<file path="config.mk">
export PLATFORM = sky130hd
export DESIGN_NAME = aud_dsp
export DESIGN_NICKNAME = d
export VERILOG_FILES = /design/src/verilog/aud_pkg.sv /design/src/verilog/play_ctrl.sv /design/src/verilog/addr_seq.sv /design/src/verilog/interp.sv /design/src/verilog/aud_dsp.sv
export SDC_FILE = /design/constraint.sdc
export NUM_CORES = 1
export LEC_CHECK = 0
export BUFFER_PORTS_ARGS = -buffer_cell sky130_fd_sc_hd__buf_4
export CORE_UTILIZATION = 57
export CTS_CLUSTER_DIAMETER = 200
export DETAILED_ROUTE_END_ITERATION = 7
export PLACE_DENSITY = 0.77
export RECOVER_POWER = 50
export SLEW_MARGIN = 20
export SYNTH_ARGS = -nofsm -noshare
export SYNTH_HDL_FRONTEND = slang
export SYNTH_SLANG_ARGS = --single-unit
</file>
<file path="constraint.sdc">
create_clock -name i_clk -period 15 [get_ports i_clk]
set_clock_uncertainty 0.1 [all_clocks]
set_input_delay 2.25 -clock i_clk [delete_from_list [all_inputs] [get_ports i_clk]]
set_output_delay 2.25 -clock i_clk [all_outputs]
set_load 0.005 [all_outputs]
</file>
<file path="src/verilog/aud_pkg.sv">
`default_nettype none

package aud_pkg;

    // datapath widths
    localparam int SAMPLE_W = 16;
    localparam int ADDR_W   = 20;
    localparam int SPEED_W  = 8;
    localparam int PHASE_W  = 3;   // phases 0..7
    localparam int STEP_W   = 4;   // fast step 1..8
    localparam int SHIFT_W  = 2;   // log2 of slow period

    // two flops before the edge detector
    localparam int SYNC_STAGES = 2;

    localparam logic [ADDR_W-1:0] START_ADDR = '0;

    // fast codes carry the step in bits 6:3
    typedef enum logic [SPEED_W-1:0] {
        SPD_HALF    = 8'd1,
        SPD_QUARTER = 8'd3,
        SPD_EIGHTH  = 8'd7,
        SPD_X1      = 8'd8,
        SPD_X2      = 8'd16,
        SPD_X3      = 8'd24,
        SPD_X4      = 8'd32,
        SPD_X5      = 8'd40,
        SPD_X6      = 8'd48,
        SPD_X7      = 8'd56,
        SPD_X8      = 8'd64
    } speed_t;

    typedef enum logic [1:0] {
        ST_IDLE  = 2'd0,
        ST_PLAY  = 2'd1,
        ST_PAUSE = 2'd2,
        ST_STOP  = 2'd3
    } state_t;

    // log2 of the slow period, 0 means fast playback
    function automatic logic [SHIFT_W-1:0] slow_shift(speed_t spd);
        case (spd)
            SPD_HALF:    return 2'd1;
            SPD_QUARTER: return 2'd2;
            SPD_EIGHTH:  return 2'd3;
            default:     return 2'd0;
        endcase
    endfunction

    // words skipped per tick, unknown codes play at 1x
    function automatic logic [STEP_W-1:0] fast_step(speed_t spd);
        case (spd)
            SPD_X1, SPD_X2, SPD_X3, SPD_X4,
            SPD_X5, SPD_X6, SPD_X7, SPD_X8: return spd[6:3];
            default:                        return 4'd1;
        endcase
    endfunction

endpackage

`default_nettype wire

</file>
<file path="src/verilog/play_ctrl.sv">
`timescale 1ns/100ps
`default_nettype none

module play_ctrl
    import aud_pkg::*;
(
    input  wire         i_clk,
    input  wire         i_rst_n,
    input  wire         i_start,
    input  wire         i_pause,
    input  wire         i_stop,
    input  wire         i_daclrck,
    input  wire         i_player_ack,
    input  wire speed_t i_speed,
    input  wire         i_end_hit,
    output logic        o_play_tick,
    output speed_t      o_speed,
    output logic        o_clear,
    output logic        o_player_en
);

    state_t state_q;
    state_t state_nxt;

    logic [SYNC_STAGES:0] lrck_q;  // sync flops plus one history flop
    logic                 tick;
    logic                 enter_play;
    logic                 enter_idle;

    // left/right clock into i_clk domain
    always_ff @(posedge i_clk or negedge i_rst_n) begin
        if (!i_rst_n) begin
            lrck_q <= '0;
        end else begin
            lrck_q <= {lrck_q[SYNC_STAGES-1:0], i_daclrck};
        end
    end

    // falling edge of the synchronised lrck
    assign tick = lrck_q[SYNC_STAGES] & ~lrck_q[SYNC_STAGES-1];

    assign o_play_tick = tick && (state_q == ST_PLAY);

    // transport FSM
    always_comb begin
        state_nxt = state_q;
        case (state_q)
            ST_IDLE: begin
                if (i_start) begin
                    state_nxt = ST_PLAY;
                end
            end
            ST_PLAY: begin
                if (i_stop) begin   // stop has priority over pause
                    state_nxt = ST_STOP;
                end else if (i_pause) begin
                    state_nxt = ST_PAUSE;
                end else if (o_play_tick && i_end_hit) begin
                    state_nxt = ST_IDLE;  // last sample still goes out
                end
            end
            ST_PAUSE: begin
                if (i_start) begin
                    state_nxt = ST_PLAY;
                end else if (i_stop) begin
                    state_nxt = ST_STOP;
                end
            end
            ST_STOP: begin
                state_nxt = ST_IDLE;
            end
            default: state_nxt = ST_IDLE;
        endcase
    end

    assign enter_play = (state_nxt == ST_PLAY) && (state_q != ST_PLAY);
    assign enter_idle = (state_nxt == ST_IDLE) && (state_q != ST_IDLE);

    always_ff @(posedge i_clk or negedge i_rst_n) begin
        if (!i_rst_n) begin
            state_q <= ST_IDLE;
            o_clear <= 1'b0;
        end else begin
            state_q <= state_nxt;
            o_clear <= enter_idle;  // high for the first idle cycle
        end
    end

    // speed only changes when playback (re)starts
    always_ff @(posedge i_clk or negedge i_rst_n) begin
        if (!i_rst_n) begin
            o_speed <= SPD_X1;
        end else if (enter_play) begin
            o_speed <= i_speed;
        end
    end

    // sample-ready flag toward the player
    always_ff @(posedge i_clk or negedge i_rst_n) begin
        if (!i_rst_n) begin
            o_player_en <= 1'b0;
        end else if (o_play_tick) begin
            o_player_en <= 1'b1;  // a new sample beats the ack
        end else if (i_player_ack || (state_q != ST_PLAY)) begin
            o_player_en <= 1'b0;
        end
    end

endmodule

`default_nettype wire

</file>
<file path="src/verilog/addr_seq.sv">
`timescale 1ns/100ps
`default_nettype none

module addr_seq
    import aud_pkg::*;
(
    input  wire                i_clk,
    input  wire                i_rst_n,
    input  wire                i_play_tick,
    input  wire                i_clear,
    input  wire speed_t        i_speed,
    input  wire                i_linear,
    input  wire [ADDR_W-1:0]   i_last_addr,
    output logic [ADDR_W-1:0]  o_sram_addr,
    output logic [PHASE_W-1:0] o_phase,
    output logic               o_end_hit
);

    logic [SHIFT_W-1:0] shift;
    logic               slow;
    logic [PHASE_W-1:0] last_phase;  // N-1
    logic [STEP_W-1:0]  adv;
    logic [ADDR_W:0]    addr_sum;    // one spare bit for the overflow
    logic [PHASE_W-1:0] phase_nxt;

    assign shift      = slow_shift(i_speed);
    assign slow       = (shift != '0);
    assign last_phase = PHASE_W'((1 << shift) - 1);

    // how far this tick moves the address
    always_comb begin
        adv = '0;
        if (!slow) begin
            adv = fast_step(i_speed);
        end else if (i_linear) begin
            if (o_phase == '0) begin
                adv = 4'd1;  // next word needed for the blend
            end
        end else if (o_phase == last_phase) begin
            adv = 4'd1;
        end
    end

    always_comb begin
        if (!slow || (o_phase == last_phase)) begin
            phase_nxt = '0;
        end else begin
            phase_nxt = o_phase + 1'b1;
        end
    end

    assign addr_sum = {1'b0, o_sram_addr} + (ADDR_W + 1)'(adv);

    // past the recording, so this is the final sample
    assign o_end_hit = i_play_tick && (addr_sum > {1'b0, i_last_addr});

    always_ff @(posedge i_clk or negedge i_rst_n) begin
        if (!i_rst_n) begin
            o_sram_addr <= START_ADDR;
            o_phase     <= '0;
        end else if (i_clear) begin
            o_sram_addr <= START_ADDR;
            o_phase     <= '0;
        end else if (i_play_tick) begin
            o_phase <= phase_nxt;
            if (!o_end_hit) begin
                o_sram_addr <= addr_sum[ADDR_W-1:0];
            end
        end
    end

endmodule

`default_nettype wire

</file>
<file path="src/verilog/interp.sv">
`timescale 1ns/100ps
`default_nettype none

module interp
    import aud_pkg::*;
(
    input  wire                        i_clk,
    input  wire                        i_rst_n,
    input  wire                        i_play_tick,
    input  wire speed_t                i_speed,
    input  wire                        i_linear,
    input  wire [PHASE_W-1:0]          i_phase,
    input  wire [SAMPLE_W-1:0]         i_sram_data,
    output logic signed [SAMPLE_W-1:0] o_dac_data
);

    localparam int WGT_W   = PHASE_W + 1;           // weights up to 8
    localparam int BLEND_W = SAMPLE_W + WGT_W + 1;

    logic [SHIFT_W-1:0]         shift;
    logic                       blend_mode;
    logic [WGT_W-1:0]           n_val;
    logic [WGT_W-1:0]           wgt_cur;
    logic [WGT_W-1:0]           wgt_prev;
    logic signed [SAMPLE_W-1:0] prev_q;
    logic signed [SAMPLE_W-1:0] cur;
    logic signed [BLEND_W-1:0]  blend;
    logic signed [BLEND_W-1:0]  blend_sh;
    logic signed [SAMPLE_W-1:0] sample_nxt;

    assign shift = slow_shift(i_speed);
    assign cur   = $signed(i_sram_data);

    // only linear slow mode blends, and never at phase 0
    assign blend_mode = i_linear && (shift != '0) && (i_phase != '0);

    assign n_val    = WGT_W'(1) << shift;
    assign wgt_cur  = {1'b0, i_phase};
    assign wgt_prev = n_val - wgt_cur;

    // prev*(N-k) + cur*k
    assign blend = prev_q * $signed({1'b0, wgt_prev})
                 + cur * $signed({1'b0, wgt_cur});

    assign blend_sh = blend >>> shift;  // exact divide by N

    always_comb begin
        if (blend_mode) begin
            sample_nxt = blend_sh[SAMPLE_W-1:0];
        end else begin
            sample_nxt = cur;
        end
    end

    always_ff @(posedge i_clk or negedge i_rst_n) begin
        if (!i_rst_n) begin
            o_dac_data <= '0;
        end else if (i_play_tick) begin
            o_dac_data <= sample_nxt;
        end
    end

    // left end of the blend, taken at phase 0
    always_ff @(posedge i_clk) begin
        if (i_play_tick && i_linear && (i_phase == '0)) begin
            prev_q <= cur;
        end
    end

endmodule

`default_nettype wire

</file>
<file path="src/verilog/aud_dsp.sv">
`timescale 1ns/100ps
`default_nettype none

module aud_dsp
    import aud_pkg::*;
(
    input  wire                 i_clk,
    input  wire                 i_rst_n,
    input  wire                 i_start,
    input  wire                 i_pause,
    input  wire                 i_stop,
    input  wire speed_t         i_speed,
    input  wire                 i_linear,
    input  wire                 i_daclrck,
    input  wire [SAMPLE_W-1:0]  i_sram_data,
    input  wire                 i_player_ack,
    input  wire [ADDR_W-1:0]    i_last_addr,
    output logic [SAMPLE_W-1:0] o_dac_data,
    output logic [ADDR_W-1:0]   o_sram_addr,
    output logic                o_player_en
);

    logic               play_tick;
    speed_t             speed;
    logic               clear;
    logic               end_hit;
    logic [PHASE_W-1:0] phase;

    play_ctrl u_play_ctrl (
        .i_clk        (i_clk),
        .i_rst_n      (i_rst_n),
        .i_start      (i_start),
        .i_pause      (i_pause),
        .i_stop       (i_stop),
        .i_daclrck    (i_daclrck),
        .i_player_ack (i_player_ack),
        .i_speed      (i_speed),
        .i_end_hit    (end_hit),
        .o_play_tick  (play_tick),
        .o_speed      (speed),
        .o_clear      (clear),
        .o_player_en  (o_player_en)
    );

    addr_seq u_addr_seq (
        .i_clk       (i_clk),
        .i_rst_n     (i_rst_n),
        .i_play_tick (play_tick),
        .i_clear     (clear),
        .i_speed     (speed),
        .i_linear    (i_linear),
        .i_last_addr (i_last_addr),
        .o_sram_addr (o_sram_addr),
        .o_phase     (phase),
        .o_end_hit   (end_hit)
    );

    // sram word at o_sram_addr feeds the interpolator directly
    interp u_interp (
        .i_clk       (i_clk),
        .i_rst_n     (i_rst_n),
        .i_play_tick (play_tick),
        .i_speed     (speed),
        .i_linear    (i_linear),
        .i_phase     (phase),
        .i_sram_data (i_sram_data),
        .o_dac_data  (o_dac_data)
    );

endmodule

`default_nettype wire

</file>
==> key figures <==
Global routing
  – Global route overflow: 0
  – Vias in the first global route: 7322
  – Antenna violations before repair: 1
  – First-pass GRT wire length: 35000 um
  – Largest net degree at the start of global routing: 55
  – All-Layer GR Usage: 27.2%

CTS
  – Root Buffer: clkbuf_16
  – CTS tree: yes
  – PostCTS Resize Cnt: 0
  – Num CTS Buffers: 9
  – # hold bufs at CTS: 0
  – Number of setup buffers added after CTS: 0
  – Clk sink count: 70
  – CTS H-tree depth: 3
  – CTS clk-pin slew, worst paths: 0.06 ns
  – Max clock buf depth: 2
  – Worst-Skew Late Latency: 0.34 ns

Critical path
  – CP max-delay cell: fa_1
  – Critical path endpoint category: flip-flop
  – Most frequent CP cell: inv_1
  – Worst Path Buf+Inv: 6
  – Worst Path Max Fanout: 7
  – Critical path depth in cells: 28
  – Critical Path AT: 8.94 ns
  – Crit-path leading delay family: adder cells
  – Worst Reg-to-Reg Cells: 27
  – Critical Path Start Type: primary input
  – Largest stage delay on the critical path: 0.58 ns
  – Crit path kind: in -> reg
  – Worst Path Required: 15.15 ns

Place
  – Gp weighted congestion: 0.859
  – Inst Count DP: 1321
  – DPL Wire Length: 16000 um
  – PortBufs: 88

Logic synthesis
  – Post-synth top area share: 14.8%
  – Synth area leaders: dfrtp_1 15%, fa_1 15%, ha_1 14%, inv_1 7.0%, and2_1 5.5%
  – Cell count after synthesis: 1053
  – Library cells used by synthesis: 79
  – Synth Flop Type: dfrtp_1
  – Synthesis Warnings: 0
  – Post-synthesis register bit count: 70
  – EDFF count, synth: 16
  – Post-synth ARST share: 77.1%
  – Syn avg cell area: 8.51 um2
  – Synthesized area: 8960 um2
  – Syn_nets: 1270
  – Synth area leader: dfrtp_1
  – Seq/Total Area, Yosys: 20.4%

Power and ir drop
  – Flop pwr share: 35.2%
  – Comb power frac: 38.2%
  – Pwr Density: 82.5 nW/um2
  – Sw Ratio: 37.6%
  – Clk pwr share: 26.6%
  – Psw: 310 uW
  – VDD IR max: 0.0880 mV
  – Leakage: 5.13 nW
  – Cell internal pwr: 515 uW

Worst hold path
  – Hold depth: 0
  – Min-delay worst type: reg -> reg

Run
  – Max_cap viols: 1

Timing
  – Relative slew slack: -100%
  – Count of final setup violators: 0
  – Max-slew violations: 55
  – Final period util: 58.7%
  – Worst-margin pin slew: 3.00 ns
  – Setup_tns: 0 ns
  – Min Hold Slack: 0.284 ns
  – RSZ-0062 raised after global routing: false
  – Final Hold Viols: 0
  – Tmin final: 8.80 ns
  – Peak Freq: 114 MHz

Drt
  – Post-Route WL: 20700 um
  – Via Count: 7443
  – DR vias/cell: 5.57
  – Initial DRT Pass Iterations: 4
  – Top routing layer used: met4
  – Wl on met1: 9340 um
  – # DRC: 0
  – Remaining antenna violation count after routing: 0
  – DR WL/cell: 15.5 um
  – Routed met2 length: 9820 um
  – Iter 0 DRT Violations: 389
  – WL met3: 969 um

Layout
  – Most frequent cells in the layout: 167 x inv_1, 100 x ha_1, 79 x and2_1
  – Number of inserted diodes: 0
  – Non-Filler Instances: 1337
  – Number of fill cells in the layout: 1280
  – Layout Nets: 1338
  – Layout cell share with drive strength beyond 1: 10.2%
  – Commonest non-fill, non-tap cell in the layout: inv_1
  – P&R area growth vs syn: 11.7%

Outcome
  – Outcome: finished with violations
  – Failing checks: capacitance limit, slew limit

Die
  – Core Area: 15300 um2
  – Die Y: 127 um
  – DIE AREA: 16200 um2
  – Die extent in x: 127 um
  – Initial Util: 58.7%
  – Rows: 45
  – Num ports: 89
-- power by group through the flow --
stage | sequential (mW) | clock (mW) | combinational, mW
finish | 0.291 | 0.220 | 0.315
global route | 0.297 | 0.229 | 0.357
global placement | 0.294 | 0 | 0.312
detailed placement | 0.295 | 0 | 0.316
CTS | 0.292 | 0.222 | 0.321
floorplan | 0.269 | 0 | 0.228
-- registers in the layout, summed over array words and instances, names as in the netlist --
name                     cells
u_play_ctrl.state_q          2
u_play_ctrl.o_speed          8
u_addr_seq.o_phase           3
u_interp.prev_q             16
u_addr_seq.o_sram_addr      20
u_interp.o_dac_data         16
u_play_ctrl.o_clear          1
u_play_ctrl.o_player_en      1
u_play_ctrl.lrck_q           3
-- layout make-up --
type | count | area [um2] | area share (%)
clock buffers | 9 | 225 | 2.25
multi-input cells | 777 | 6340 | 63.4
clock inverters | 7 | 72.6 | 0.725
well taps | 211 | 264 | 2.64
inverters | 168 | 631 | 6.30
flip-flops and latches | 70 | 1830 | 18.3
repair buffers | 95 | 638 | 6.38
-- logic make-up after synthesis --
logic type	after synthesis	synth area share [%]
simple gates	340	20.4
buf+inv	206	8.77
compound gates	201	14.2
fa+ha+maj	165	28.5
flops	70	20.4
xor+xnor	55	5.74
mux	16	1.97
-- path summary, 6_finish.rpt --
path	from	to	slack, ns
max	i_sram_data[2]	u_interp.o_dac_data[15]	6.20
min	u_play_ctrl.lrck_q[0]	u_play_ctrl.lrck_q[1]	0.28
max reg2reg	u_addr_seq.o_phase[1]	u_interp.o_dac_data[15]	7.41
min reg2reg	u_play_ctrl.lrck_q[0]	u_play_ctrl.lrck_q[1]	0.28
max in group asynchronous	i_rst_n	u_addr_seq.o_sram_addr[16]	10.32
min in group asynchronous	i_rst_n	u_interp.o_dac_data[6]	2.79
-- worst register-to-register path, stage by stage, from the launching register on --
cell	delay, ns
dfrtp_1	0.70
and2_1	0.31
ha_1	0.28
inv_1	0.05
fa_1	0.58
inv_1	0.06
ha_1	0.29
a21o_1	0.19
a21oi_1	0.23
o21ai_0	0.19
a221oi_1	0.49
a21oi_1	0.22
a21o_1	0.22
a21oi_1	0.16
xor2_1	0.10
fa_1	0.48
inv_1	0.05
fa_1	0.48
inv_1	0.06
fa_1	0.53
inv_1	0.04
ha_1	0.37
a21oi_1	0.20
o21ai_1	0.13
a311o_1	0.36
xnor3_1	0.36
nor2_1	0.04
o31ai_1	0.22
-- stage by stage --
stage	total power, mW	utilization (%)	worst slack (ns)	cell area [um2]
after global placement	0.606	64.1	5.99	9790
final	0.826	65.6	6.20	10000
after detailed placement	0.611	64.1	5.85	9790
after floorplan	0.497	-	6.59	8960
after global routing	0.883	65.6	5.80	10000
after CTS	0.835	66.1	6.18	10100
-- cells in the mapped netlist (all sizes together) (10+ instances only) --
library cell,n
inv,168
ha,100
and2,79
nand2,79
a21oi,69
fa,65
nor2,60
dfrtp,53
o21ai,47
clkbuf,34
xnor2,30
xor2,24
nand2b,20
nor2b,20
and3,18
edfxtp,16
nor3,16
nand3,15
a211oi,12
a21o,12
o21a,11
mux2,10
-- routing by layer --
layer | up-vias | track usage [%]
li1 | 3629 | -
met1 | 3580 | 36.5
met2 | 193 | 46.0
met3 | 41 | 2.43
met4 | 0 | 9.80
met5 | - | 0
(Power assumes the default switching activity.)
